### src/rtl/id_config.svh
// RV32I widths only; the immediate layouts are fixed to a 32-bit word
// The decoder drives exactly two read ports (rs1, rs2)
`ifndef ID_CONFIG_SVH
`define ID_CONFIG_SVH

// Data path and PC width
`define ID_XLEN 32

// Register address width, 32 integer registers
`define ID_RAW 5

// Source read ports
`define ID_NUM_RS 2

// Link increment, no compressed instructions
`define ID_PC_STEP 4

`endif

### src/rtl/id_pkg.sv
// Shared types of the decode stage
// Enum encodings are visible on the EX payload and in the test patterns
`default_nettype none
`include "id_config.svh"

package id_pkg;

  typedef logic [`ID_XLEN-1:0] word_t;
  typedef logic [`ID_RAW-1:0]  raddr_t;

  // Major opcodes of the supported base instructions
  typedef enum logic [6:0] {
    OPC_LOAD   = 7'h03,
    OPC_OP_IMM = 7'h13,
    OPC_AUIPC  = 7'h17,
    OPC_STORE  = 7'h23,
    OPC_OP     = 7'h33,
    OPC_LUI    = 7'h37,
    OPC_BRANCH = 7'h63,
    OPC_JALR   = 7'h67,
    OPC_JAL    = 7'h6f
  } opcode_e;

  // Arithmetic ops first, branch compares after
  typedef enum logic [3:0] {
    ALU_ADD, ALU_SUB, ALU_SLL, ALU_SLT, ALU_SLTU, ALU_XOR, ALU_SRL, ALU_SRA,
    ALU_OR, ALU_AND, ALU_EQ, ALU_NE, ALU_LT, ALU_GE, ALU_LTU, ALU_GEU
  } alu_op_e;

  typedef enum logic [1:0] {OP_A_RS1, OP_A_PC, OP_A_ZERO} op_a_sel_e;
  typedef enum logic [1:0] {OP_B_RS2, OP_B_IMM, OP_B_PCSTEP} op_b_sel_e;
  typedef enum logic {OP_C_RS2, OP_C_BRANCH} op_c_sel_e;
  typedef enum logic [2:0] {IMM_I, IMM_S, IMM_B, IMM_U, IMM_J} imm_sel_e;

  // Decoder output, consumed within the stage
  typedef struct packed {
    alu_op_e   alu_op;
    op_a_sel_e op_a_sel;
    op_b_sel_e op_b_sel;
    op_c_sel_e op_c_sel;
    imm_sel_e  imm_sel;
    logic      rf_we;
    raddr_t    rf_waddr;
    logic      lsu_en;
    logic      lsu_we;
    logic [1:0] lsu_size;
    logic      lsu_sext;
    logic      jump;
    logic      jump_reg;
    logic      branch;
    logic      illegal;
  } dec_ctrl_t;

  // Contents of the ID/EX register
  typedef struct packed {
    alu_op_e    alu_op;
    word_t      operand_a;
    word_t      operand_b;
    word_t      operand_c;
    word_t      pc;
    logic       rf_we;
    raddr_t     rf_waddr;
    logic       lsu_en;
    logic       lsu_we;
    logic [1:0] lsu_size;
    logic       lsu_sext;
    logic       illegal;
  } id_ex_t;

endpackage

`default_nettype wire

### src/rtl/fwd_if.sv
// Writeback state of EX and WB as seen by the decode bypass units
`timescale 1ns/1ps
`default_nettype none
`include "id_config.svh"

interface fwd_if;

  // EX result; a load there has no data yet
  logic                ex_we;
  logic                ex_load;
  logic [`ID_RAW-1:0]  ex_waddr;
  logic [`ID_XLEN-1:0] ex_wdata;

  // WB result, always complete
  logic                wb_we;
  logic [`ID_RAW-1:0]  wb_waddr;
  logic [`ID_XLEN-1:0] wb_wdata;

  modport src (output ex_we, ex_load, ex_waddr, ex_wdata, wb_we, wb_waddr, wb_wdata);
  modport dst (input  ex_we, ex_load, ex_waddr, ex_wdata, wb_we, wb_waddr, wb_wdata);

endinterface

`default_nettype wire

### src/rtl/instr_decoder.sv
// RV32I base opcodes only; FENCE, SYSTEM and all extensions decode as illegal
// Assumes exactly two source ports
`timescale 1ns/1ps
`default_nettype none
`include "id_config.svh"

module instr_decoder (
  input  logic [`ID_XLEN-1:0]   instr_i,
  output id_pkg::dec_ctrl_t     ctrl_o,
  output id_pkg::raddr_t        rs_addr_o [`ID_NUM_RS],
  output logic [`ID_NUM_RS-1:0] rs_re_o
);

  logic [6:0] opcode;
  logic [2:0] funct3;
  logic [6:0] funct7;
  logic       f7_zero;
  logic       f7_alt;

  // Register/immediate arithmetic by funct3, alt picks SUB or SRA
  function automatic id_pkg::alu_op_e alu_op_of(input logic [2:0] f3, input logic alt);
    case (f3)
      3'b000:  return alt ? id_pkg::ALU_SUB : id_pkg::ALU_ADD;
      3'b001:  return id_pkg::ALU_SLL;
      3'b010:  return id_pkg::ALU_SLT;
      3'b011:  return id_pkg::ALU_SLTU;
      3'b100:  return id_pkg::ALU_XOR;
      3'b101:  return alt ? id_pkg::ALU_SRA : id_pkg::ALU_SRL;
      3'b110:  return id_pkg::ALU_OR;
      default: return id_pkg::ALU_AND;
    endcase
  endfunction

  assign opcode  = instr_i[6:0];
  assign funct3  = instr_i[14:12];
  assign funct7  = instr_i[31:25];
  assign f7_zero = (funct7 == 7'b000_0000);
  assign f7_alt  = (funct7 == 7'b010_0000);

  // rs1 and rs2 sit at fixed bit positions in every format
  assign rs_addr_o[0] = instr_i[19:15];
  assign rs_addr_o[1] = instr_i[24:20];

  ////////////////////////////////////////
  // Opcode decode
  ////////////////////////////////////////

  always_comb begin
    // Defaults describe an I-type ALU op with no side effects
    ctrl_o          = '0;
    ctrl_o.alu_op   = id_pkg::ALU_ADD;
    ctrl_o.op_a_sel = id_pkg::OP_A_RS1;
    ctrl_o.op_b_sel = id_pkg::OP_B_IMM;
    ctrl_o.op_c_sel = id_pkg::OP_C_RS2;
    ctrl_o.imm_sel  = id_pkg::IMM_I;
    ctrl_o.rf_waddr = instr_i[11:7];
    // Size and sign come straight from funct3 for loads and stores
    ctrl_o.lsu_size = funct3[1:0];
    ctrl_o.lsu_sext = !funct3[2];
    rs_re_o         = '0;

    case (opcode)
      id_pkg::OPC_OP: begin
        ctrl_o.alu_op   = alu_op_of(funct3, funct7[5]);
        ctrl_o.op_b_sel = id_pkg::OP_B_RS2;
        ctrl_o.rf_we    = 1'b1;
        rs_re_o[0]      = 1'b1;
        rs_re_o[1]      = 1'b1;
        // Only ADD/SUB and SRL/SRA have an alternate funct7
        ctrl_o.illegal  = !(f7_zero || (f7_alt && (funct3 == 3'b000 || funct3 == 3'b101)));
      end
      id_pkg::OPC_OP_IMM: begin
        // funct7 is immediate data except for the shifts
        ctrl_o.alu_op = alu_op_of(funct3, (funct3 == 3'b101) && funct7[5]);
        ctrl_o.rf_we  = 1'b1;
        rs_re_o[0]    = 1'b1;
        if (funct3 == 3'b001) begin
          ctrl_o.illegal = !f7_zero;
        end else if (funct3 == 3'b101) begin
          ctrl_o.illegal = !(f7_zero || f7_alt);
        end
      end
      id_pkg::OPC_LUI: begin
        ctrl_o.op_a_sel = id_pkg::OP_A_ZERO;
        ctrl_o.imm_sel  = id_pkg::IMM_U;
        ctrl_o.rf_we    = 1'b1;
      end
      id_pkg::OPC_AUIPC: begin
        ctrl_o.op_a_sel = id_pkg::OP_A_PC;
        ctrl_o.imm_sel  = id_pkg::IMM_U;
        ctrl_o.rf_we    = 1'b1;
      end
      id_pkg::OPC_JAL: begin
        // ALU computes the link, target comes from operand_select
        ctrl_o.op_a_sel = id_pkg::OP_A_PC;
        ctrl_o.op_b_sel = id_pkg::OP_B_PCSTEP;
        ctrl_o.imm_sel  = id_pkg::IMM_J;
        ctrl_o.rf_we    = 1'b1;
        ctrl_o.jump     = 1'b1;
      end
      id_pkg::OPC_JALR: begin
        ctrl_o.op_a_sel = id_pkg::OP_A_PC;
        ctrl_o.op_b_sel = id_pkg::OP_B_PCSTEP;
        ctrl_o.rf_we    = 1'b1;
        ctrl_o.jump     = 1'b1;
        ctrl_o.jump_reg = 1'b1;
        rs_re_o[0]      = 1'b1;
        ctrl_o.illegal  = (funct3 != 3'b000);
      end
      id_pkg::OPC_BRANCH: begin
        ctrl_o.op_b_sel = id_pkg::OP_B_RS2;
        ctrl_o.op_c_sel = id_pkg::OP_C_BRANCH;
        ctrl_o.imm_sel  = id_pkg::IMM_B;
        ctrl_o.branch   = 1'b1;
        rs_re_o[0]      = 1'b1;
        rs_re_o[1]      = 1'b1;
        case (funct3)
          3'b000:  ctrl_o.alu_op = id_pkg::ALU_EQ;
          3'b001:  ctrl_o.alu_op = id_pkg::ALU_NE;
          3'b100:  ctrl_o.alu_op = id_pkg::ALU_LT;
          3'b101:  ctrl_o.alu_op = id_pkg::ALU_GE;
          3'b110:  ctrl_o.alu_op = id_pkg::ALU_LTU;
          3'b111:  ctrl_o.alu_op = id_pkg::ALU_GEU;
          default: ctrl_o.illegal = 1'b1;
        endcase
      end
      id_pkg::OPC_LOAD: begin
        ctrl_o.lsu_en  = 1'b1;
        ctrl_o.rf_we   = 1'b1;
        rs_re_o[0]     = 1'b1;
        // LB LH LW LBU LHU
        ctrl_o.illegal = (funct3 == 3'b011) || (funct3[2:1] == 2'b11);
      end
      id_pkg::OPC_STORE: begin
        ctrl_o.imm_sel = id_pkg::IMM_S;
        ctrl_o.lsu_en  = 1'b1;
        ctrl_o.lsu_we  = 1'b1;
        rs_re_o[0]     = 1'b1;
        rs_re_o[1]     = 1'b1;
        ctrl_o.illegal = funct3[2] || (funct3[1:0] == 2'b11);
      end
      default: ctrl_o.illegal = 1'b1;
    endcase

    // Illegal words must not write, access memory, jump or read
    if (ctrl_o.illegal) begin
      ctrl_o.rf_we    = 1'b0;
      ctrl_o.lsu_en   = 1'b0;
      ctrl_o.lsu_we   = 1'b0;
      ctrl_o.jump     = 1'b0;
      ctrl_o.jump_reg = 1'b0;
      ctrl_o.branch   = 1'b0;
      rs_re_o         = '0;
    end
  end

endmodule

`default_nettype wire

### src/rtl/imm_gen.sv
// Base RV32I immediate formats only, all sign extended from bit 31
`timescale 1ns/1ps
`default_nettype none
`include "id_config.svh"

module imm_gen (
  input  logic [`ID_XLEN-1:0] instr_i,
  input  id_pkg::imm_sel_e    imm_sel_i,
  output logic [`ID_XLEN-1:0] imm_o
);

  logic [`ID_XLEN-1:0] imm_i;
  logic [`ID_XLEN-1:0] imm_s;
  logic [`ID_XLEN-1:0] imm_b;
  logic [`ID_XLEN-1:0] imm_u;
  logic [`ID_XLEN-1:0] imm_j;

  assign imm_i = {{20{instr_i[31]}}, instr_i[31:20]};
  assign imm_s = {{20{instr_i[31]}}, instr_i[31:25], instr_i[11:7]};
  // B and J carry halfword offsets, bit 0 always zero
  assign imm_b = {{19{instr_i[31]}}, instr_i[31], instr_i[7], instr_i[30:25],
                  instr_i[11:8], 1'b0};
  assign imm_u = {instr_i[31:12], 12'b0};
  assign imm_j = {{12{instr_i[31]}}, instr_i[19:12], instr_i[20], instr_i[30:21], 1'b0};

  always_comb begin
    case (imm_sel_i)
      id_pkg::IMM_S: imm_o = imm_s;
      id_pkg::IMM_B: imm_o = imm_b;
      id_pkg::IMM_U: imm_o = imm_u;
      id_pkg::IMM_J: imm_o = imm_j;
      default:       imm_o = imm_i;
    endcase
  end

endmodule

`default_nettype wire

### src/rtl/operand_bypass.sv
// One source read port; rf_rdata_i must be valid in the same cycle as raddr_i
// A load in EX cannot be forwarded, the port reports a hazard instead
`timescale 1ns/1ps
`default_nettype none

module operand_bypass (
  input  logic           re_i,
  input  id_pkg::raddr_t raddr_i,
  input  id_pkg::word_t  rf_rdata_i,
  fwd_if.dst             fwd,
  output id_pkg::word_t  operand_o,
  output logic           hazard_o
);

  logic addr_live;
  logic ex_hit;
  logic wb_hit;

  // x0 and unused ports never match a writer
  assign addr_live = re_i && (raddr_i != '0);
  assign ex_hit    = addr_live && fwd.ex_we && (fwd.ex_waddr == raddr_i);
  assign wb_hit    = addr_live && fwd.wb_we && (fwd.wb_waddr == raddr_i);

  // Load data arrives too late for this cycle
  assign hazard_o = ex_hit && fwd.ex_load;

  ////////////////////////////////////////
  // Forwarding priority
  ////////////////////////////////////////

  always_comb begin
    if (!addr_live) begin
      operand_o = '0;
    end else if (ex_hit && !fwd.ex_load) begin
      // Youngest result wins
      operand_o = fwd.ex_wdata;
    end else if (wb_hit) begin
      operand_o = fwd.wb_wdata;
    end else begin
      operand_o = rf_rdata_i;
    end
  end

endmodule

`default_nettype wire

### src/rtl/operand_select.sv
// Operand muxes and target adders; the JALR target uses the forwarded rs1
// jmp_target_o is only meaningful while a JAL or JALR is presented
`timescale 1ns/1ps
`default_nettype none
`include "id_config.svh"

module operand_select (
  input  id_pkg::dec_ctrl_t ctrl_i,
  input  id_pkg::word_t     pc_i,
  input  id_pkg::word_t     imm_i,
  input  id_pkg::word_t     rs1_i,
  input  id_pkg::word_t     rs2_i,
  output id_pkg::word_t     operand_a_o,
  output id_pkg::word_t     operand_b_o,
  output id_pkg::word_t     operand_c_o,
  output id_pkg::word_t     jmp_target_o
);

  id_pkg::word_t bch_target;
  id_pkg::word_t jmp_base;
  id_pkg::word_t jmp_sum;

  ////////////////////////////////////////
  // Target adders
  ////////////////////////////////////////

  // imm_i is the B immediate when a branch is decoded
  assign bch_target = pc_i + imm_i;

  // JAL is PC relative, JALR is register relative
  assign jmp_base = ctrl_i.jump_reg ? rs1_i : pc_i;
  assign jmp_sum  = jmp_base + imm_i;
  // JALR clears the low bit of the sum
  assign jmp_target_o = {jmp_sum[`ID_XLEN-1:1], jmp_sum[0] & !ctrl_i.jump_reg};

  ////////////////////////////////////////
  // Operand muxes
  ////////////////////////////////////////

  always_comb begin
    case (ctrl_i.op_a_sel)
      id_pkg::OP_A_PC:   operand_a_o = pc_i;
      id_pkg::OP_A_ZERO: operand_a_o = '0;
      default:           operand_a_o = rs1_i;
    endcase

    case (ctrl_i.op_b_sel)
      id_pkg::OP_B_RS2:    operand_b_o = rs2_i;
      // Link value for the jumps
      id_pkg::OP_B_PCSTEP: operand_b_o = id_pkg::word_t'(`ID_PC_STEP);
      default:             operand_b_o = imm_i;
    endcase

    // Store data or branch target
    if (ctrl_i.op_c_sel == id_pkg::OP_C_BRANCH) begin
      operand_c_o = bch_target;
    end else begin
      operand_c_o = rs2_i;
    end
  end

endmodule

`default_nettype wire

### src/rtl/id_ex_register.sv
// Single-entry ID/EX register; ready_o combinationally follows ready_i and hazard_i
// Payload is held while valid_o is high and ready_i is low
`timescale 1ns/1ps
`default_nettype none
`include "id_config.svh"

module id_ex_register (
  input  logic                  clk,
  input  logic                  rst_n,
  input  logic                  valid_i,
  input  logic [`ID_NUM_RS-1:0] hazard_i,
  output logic                  ready_o,
  input  id_pkg::id_ex_t        payload_i,
  output logic                  valid_o,
  input  logic                  ready_i,
  output id_pkg::id_ex_t        payload_o
);

  logic accept;

  // Room when empty or draining this cycle; any load-use hazard blocks the stage
  assign ready_o = (!valid_o || ready_i) && !(|hazard_i);
  assign accept  = valid_i && ready_o;

  ////////////////////////////////////////
  // Occupancy
  ////////////////////////////////////////

  always_ff @(posedge clk or negedge rst_n) begin
    if (!rst_n) begin
      valid_o <= 1'b0;
    end else if (accept) begin
      valid_o <= 1'b1;
    end else if (ready_i) begin
      // EX took the item and nothing replaced it
      valid_o <= 1'b0;
    end
  end

  // Payload changes only on an accepted transfer
  always_ff @(posedge clk) begin
    if (accept) begin
      payload_o <= payload_i;
    end
  end

endmodule

`default_nettype wire

### src/rtl/id_stage.sv
// Decode stage top; register file is external and must answer combinationally
// instr_i and pc_i must hold while instr_valid_i is high and id_ready_o is low
`timescale 1ns/1ps
`default_nettype none
`include "id_config.svh"

module id_stage (
  input  logic                  clk,
  input  logic                  rst_n,
  // Fetch side handshake
  input  logic                  instr_valid_i,
  input  logic [`ID_XLEN-1:0]   instr_i,
  input  logic [`ID_XLEN-1:0]   pc_i,
  output logic                  id_ready_o,
  // Register file read ports
  output logic [`ID_NUM_RS-1:0] rf_re_o,
  output logic [`ID_RAW-1:0]    rf_raddr_o [`ID_NUM_RS],
  input  logic [`ID_XLEN-1:0]   rf_rdata_i [`ID_NUM_RS],
  // Writeback state for forwarding
  input  logic                  ex_we_i,
  input  logic                  ex_load_i,
  input  logic [`ID_RAW-1:0]    ex_waddr_i,
  input  logic [`ID_XLEN-1:0]   ex_wdata_i,
  input  logic                  wb_we_i,
  input  logic [`ID_RAW-1:0]    wb_waddr_i,
  input  logic [`ID_XLEN-1:0]   wb_wdata_i,
  output logic [`ID_XLEN-1:0]   jmp_target_o,
  // EX side handshake and payload
  output logic                  ex_valid_o,
  input  logic                  ex_ready_i,
  output logic [3:0]            ex_alu_op_o,
  output logic [`ID_XLEN-1:0]   ex_operand_a_o,
  output logic [`ID_XLEN-1:0]   ex_operand_b_o,
  output logic [`ID_XLEN-1:0]   ex_operand_c_o,
  output logic [`ID_XLEN-1:0]   ex_pc_o,
  output logic                  ex_rf_we_o,
  output logic [`ID_RAW-1:0]    ex_rf_waddr_o,
  output logic                  ex_lsu_en_o,
  output logic                  ex_lsu_we_o,
  output logic [1:0]            ex_lsu_size_o,
  output logic                  ex_lsu_sext_o,
  output logic                  ex_illegal_o
);

  id_pkg::dec_ctrl_t     ctrl;
  id_pkg::word_t         imm;
  id_pkg::word_t         rs_operand [`ID_NUM_RS];
  logic [`ID_NUM_RS-1:0] hazard;
  id_pkg::word_t         operand_a;
  id_pkg::word_t         operand_b;
  id_pkg::word_t         operand_c;
  id_pkg::id_ex_t        ex_d;
  id_pkg::id_ex_t        ex_q;

  ////////////////////////////////////////
  // Decode and immediates
  ////////////////////////////////////////

  instr_decoder u_decoder (
    .instr_i   (instr_i),
    .ctrl_o    (ctrl),
    .rs_addr_o (rf_raddr_o),
    .rs_re_o   (rf_re_o)
  );

  imm_gen u_imm_gen (
    .instr_i   (instr_i),
    .imm_sel_i (ctrl.imm_sel),
    .imm_o     (imm)
  );

  ////////////////////////////////////////
  // Forwarding
  ////////////////////////////////////////

  // Source side of the bus is driven from the plain ports
  fwd_if u_fwd ();

  assign u_fwd.ex_we    = ex_we_i;
  assign u_fwd.ex_load  = ex_load_i;
  assign u_fwd.ex_waddr = ex_waddr_i;
  assign u_fwd.ex_wdata = ex_wdata_i;
  assign u_fwd.wb_we    = wb_we_i;
  assign u_fwd.wb_waddr = wb_waddr_i;
  assign u_fwd.wb_wdata = wb_wdata_i;

  for (genvar i = 0; i < `ID_NUM_RS; i++) begin : gen_bypass
    operand_bypass u_bypass (
      .re_i       (rf_re_o[i]),
      .raddr_i    (rf_raddr_o[i]),
      .rf_rdata_i (rf_rdata_i[i]),
      .fwd        (u_fwd),
      .operand_o  (rs_operand[i]),
      .hazard_o   (hazard[i])
    );
  end

  operand_select u_opsel (
    .ctrl_i       (ctrl),
    .pc_i         (pc_i),
    .imm_i        (imm),
    .rs1_i        (rs_operand[0]),
    .rs2_i        (rs_operand[1]),
    .operand_a_o  (operand_a),
    .operand_b_o  (operand_b),
    .operand_c_o  (operand_c),
    .jmp_target_o (jmp_target_o)
  );

  ////////////////////////////////////////
  // ID/EX register
  ////////////////////////////////////////

  assign ex_d.alu_op    = ctrl.alu_op;
  assign ex_d.operand_a = operand_a;
  assign ex_d.operand_b = operand_b;
  assign ex_d.operand_c = operand_c;
  assign ex_d.pc        = pc_i;
  assign ex_d.rf_we     = ctrl.rf_we;
  assign ex_d.rf_waddr  = ctrl.rf_waddr;
  assign ex_d.lsu_en    = ctrl.lsu_en;
  assign ex_d.lsu_we    = ctrl.lsu_we;
  assign ex_d.lsu_size  = ctrl.lsu_size;
  assign ex_d.lsu_sext  = ctrl.lsu_sext;
  assign ex_d.illegal   = ctrl.illegal;

  id_ex_register u_id_ex (
    .clk       (clk),
    .rst_n     (rst_n),
    .valid_i   (instr_valid_i),
    .hazard_i  (hazard),
    .ready_o   (id_ready_o),
    .payload_i (ex_d),
    .valid_o   (ex_valid_o),
    .ready_i   (ex_ready_i),
    .payload_o (ex_q)
  );

  // Flatten the payload onto the EX ports
  assign ex_alu_op_o    = ex_q.alu_op;
  assign ex_operand_a_o = ex_q.operand_a;
  assign ex_operand_b_o = ex_q.operand_b;
  assign ex_operand_c_o = ex_q.operand_c;
  assign ex_pc_o        = ex_q.pc;
  assign ex_rf_we_o     = ex_q.rf_we;
  assign ex_rf_waddr_o  = ex_q.rf_waddr;
  assign ex_lsu_en_o    = ex_q.lsu_en;
  assign ex_lsu_we_o    = ex_q.lsu_we;
  assign ex_lsu_size_o  = ex_q.lsu_size;
  assign ex_lsu_sext_o  = ex_q.lsu_sext;
  assign ex_illegal_o   = ex_q.illegal;

endmodule

`default_nettype wire

### config.mk
export PLATFORM = sky130hd
export DESIGN_NAME = id_stage
export DESIGN_NICKNAME = d
export VERILOG_FILES = /design/src/rtl/id_pkg.sv /design/src/rtl/fwd_if.sv /design/src/rtl/instr_decoder.sv /design/src/rtl/imm_gen.sv /design/src/rtl/operand_bypass.sv /design/src/rtl/operand_select.sv /design/src/rtl/id_ex_register.sv /design/src/rtl/id_stage.sv
export VERILOG_INCLUDE_DIRS = /design/src /design/src/rtl
export SDC_FILE = /design/constraint.sdc
export NUM_CORES = 1
export LEC_CHECK = 0
export BUFFER_PORTS_ARGS = -buffer_cell sky130_fd_sc_hd__clkbuf_2
export CAP_MARGIN = 20
export CORE_MARGIN = 8
export CORE_UTILIZATION = 29
export DETAILED_ROUTE_END_ITERATION = 10
export GPL_TIMING_DRIVEN = 0
export MAX_ROUTING_LAYER = met4
export PLACE_DENSITY = 0.59
export SLEW_MARGIN = 10
export SYNTH_ARGS = -nofsm -noshare
export SYNTH_HDL_FRONTEND = slang
export SYNTH_SLANG_ARGS = --single-unit
### constraint.sdc
create_clock -name clk -period 6.4 [get_ports clk]
set_input_delay 0.64 -clock clk [delete_from_list [all_inputs] [get_ports clk]]
set_output_delay 0.64 -clock clk [all_outputs]
set_load 0.03 [all_outputs]
==> impl_metrics.yaml <==
status:
  status: "completed"
timing:
  whs_ns: 0.4176
  fmax_mhz: 159.9
  slew_violations: 0
  finalSetupViolCount: 0
  slew_headroom: 0.2539
  skew_ns: 0.01258
  period_minus_slack_ns: 6.253
  rsz0062_at_grt: "false"
  max_slew.worst_pin.slew_ns: 1.119
  fin_crit_sh: 0.9770
  hold_viol: 0
detailed_routing:
  wl_per_cell_um: 27.84
  vias: 12000
  ant_nets: 0
  drtPass1Iterations: 5
  wirelength_um: 59960
  viasPerCell: 5.573
  drc_errors: 0
  dr.first_iter.drc_count: 990
flow_run:
  max_cap_viol_count: 0
global_route:
  grt_pass1_vias: 11850
  antenna_found_initial: 0
  grt_pass1_wl_um: 83040
  grt_overflow: 0
  grt_util_all_layers: 0.2646
  grt_max_degree: 48
hold_path:
  hp-class: "in -> reg"
pwr:
  worst_ir_drop_vdd_v: 0.0002048
  power.density_mw_per_mm2: 210.7
  cellLeakagePower_uw: 0.006320
  power_uw: 3115
die:
  coreArea_mm2: 0.03829
  die_area_mm2: 0.04501
  start_util: 0.2914
  die_w_um: 212.2
  ios: 399
  num_rows: 72
  die_h_um: 212.2
setup_path:
  critPathLaunchType: "primary input"
  cp_data_required_time_ns: 5.76
  endpoint_kind: "output port"
  path_max_fanout: 10
  worst-setup-path-type: "in -> out"
  critical_path_arrival_ns: 5.61
cts:
  cts_tree: "yes"
  cts-root-buf: "clkbuf_16"
  cts_buffer_depth: 2
  clock-sinks: 145
  cts.reportedPaths.clkPinSlew_ns: 0.06
  htree_levels: 4
  insertion_delay_ns: 0.47
  numCtsBuffers: 17
synth:
  yosysSeqAreaShare: 0.3898
  ys_async_sr_fraction: 0.006897
  synth_fp_nets: 1468
  synth_enable_flop_cells: 144
  syn_area_mm2: 0.01116
  synth.largest_area_cell: "edfxtp_1"
  yosysWarningCount: 0
  ys_types: 74
  synthTopCellsByArea: "edfxtp_1 (39%), ha_1 (7.1%), mux2i_1 (5.9%), nand2_1 (5.5%), o211ai_1 (4.0%)"
  synth-seq-cells: 145
  yosysTopAreaCellShare: 0.3875
  synth_flop_cell: "edfxtp_1"
  synth_cells: 1194
  synth_area_per_cell_um2: 9.345
cells_and_area:
  drive_above_1_share: 0.3231
  fill_cells: 3933
  syn_to_final_growth_pct: 32.53
  final_nets: 1895
  fin_area_mm2: 0.01479
place:
  numPortBuffers: 395
  place_hpwl_um: 46930
  dpl_cell_area_mm2: 0.01389
  gp_congestion: 0.9440
==> area by class of cell <==
| cell class | count | area (um2) | area share |
|---|---|---|---|
| antenna | 2 | 5.005 | 0.0003384 |
| buffer | 74 | 406.6 | 0.02750 |
| clock buffer | 17 | 425.4 | 0.02877 |
| clock inverter | 15 | 120.1 | 0.008123 |
| inverter | 21 | 78.83 | 0.005330 |
| multi-input combinational | 952 | 6598 | 0.4461 |
| sequential | 145 | 4349 | 0.2941 |
| tap | 518 | 648.1 | 0.04383 |
| timing repair buffer | 410 | 2157 | 0.1459 |
==> cells in the final DEF (no fill, tap or decap), types with 5 or more instances in the layout <==
cell	count
o22ai_1	5
a31oi_1	8
nand2_1	163
nor4_1	5
xor2_1	27
o21bai_1	9
clkbuf_16	17
or3_1	5
mux2i_1	66
inv_1	20
nand3_1	42
clkbuf_2	400
a21oi_1	51
a211oi_1	11
and2_1	11
o2bb2ai_1	23
and3_1	9
nor2_1	50
clkinv_2	5
nor3_1	12
nor2b_1	8
o211ai_1	60
o21ai_0	64
edfxtp_1	144
nand2b_1	10
ha_1	61
o21a_1	11
buf_4	24
o31ai_1	7
xnor2_1	49
a21o_1	36
clkbuf_1	29
o21ai_1	63
buf_2	15
clkbuf_4	8
==> cell usage after synthesis (all sizes together), types with 4 or more instances <==
master / instances
xor2: 27
inv: 20
o22ai: 5
nand3: 43
a21o: 36
mux2i: 66
or3: 5
and2: 13
o31ai: 9
o2bb2ai: 23
nor4: 8
nand2: 164
a311oi: 4
a21oi: 56
clkbuf: 51
nor2: 52
o21ai: 129
or2: 4
a31oi: 9
and3: 10
o21bai: 9
buf: 26
o211ai: 60
nor2b: 9
nand2b: 11
a31o: 4
nor3: 14
a211oi: 11
a22o: 4
ha: 63
xnor2: 49
o21a: 11
edfxtp: 144
o221ai: 5
or4: 5
==> where the power goes <==
group / internal [uW] / switching [uW]
combinational: 333 / 673
clock: 529 / 456
sequential: 1110 / 16.3
total: 1970 / 1150
==> registers in the layout, summed over array words and instances (netlist names) <==
signal and count:
u_id_ex.payload_o 144, u_id_ex.valid_o 1
==> timing repair <==
item | CTS | global route
resized for setup | 47 | 41
endpoints found under the setup margin | 21 | 10
gates cloned | 0 | 1
endpoints found under the hold margin | 1 | 0
hold buffers | 1 | 0
pin swaps | 3 | 9
buffers inserted | 4 | 5
==> cells by family (layout without fill, tap and decap cells) <==
family / after synthesis / count (layout) / synth area share
AO/OA/AOI/OAI: 392 / 392 / 0.2284
multiplexers: 68 / 68 / 0.06122
buffers and inverters: 98 / 537 / 0.03846
adder cells (fa/ha/maj): 65 / 65 / 0.07423
flip-flops: 145 / 145 / 0.3898
XOR/XNOR: 76 / 76 / 0.05965
AND/OR/NAND/NOR: 350 / 351 / 0.1482
other: 0 / 2 / 0
==> worst max-delay path, cell delays in order <==
cell      delay, ns
clkbuf_2       0.18
nor4_4         0.43
a31oi_1        0.19
nor4_4         0.52
nand4_4        0.28
buf_4          0.29
nand2_1        0.08
o211ai_1       0.11
o21ai_1        0.16
ha_2           0.22
inv_1          0.07
fa_1           0.46
nor2b_2        0.19
o31ai_2        0.12
a21oi_2        0.34
a21oi_4        0.15
o21ai_4        0.27
o221ai_4       0.18
nand2b_1       0.18
nand2_1        0.07
xor2_1         0.21
clkbuf_4       0.24
==> metal layers <==
metal  vias to the layer above  share of wire  track usage
li1                       5369              -            -
met1                      5884           0.42       0.3302
met2                       651           0.47       0.4203
met3                       100          0.084      0.05601
met4                         0          0.032      0.09466
met5                         -              0            -
==> metrics by stage <==
step,std cells,TNS (ns),utilization,setup WS (ns)
after global routing,2152,0,0.3861,0.02812
after CTS,2147,0,0.3816,0.01981
after floorplan,1194,0,-,0.4958
after detailed placement,2112,-12.64,0.3628,-1.383
after global placement,2107,-11.84,0.3600,-1.278
final,2154,0,0.3862,0.1472
==> path summary, 6_finish.rpt <==
kind	from	end	slack, ns	cells past startpoint
worst min-delay path	instr_i[7]	u_id_ex.payload_o[6]	0.42	1
max in group asynchronous	rst_n	u_id_ex.valid_o	5.82	2
min in group asynchronous	rst_n	u_id_ex.valid_o	0.50	2
worst max register to register	u_id_ex.valid_o	u_id_ex.payload_o[110]	4.41	5
worst min register to register	u_id_ex.valid_o	u_id_ex.valid_o	0.67	2
worst max-delay path	instr_i[25]	jmp_target_o[30]	0.15	22
(Power assumes the default switching activity.)
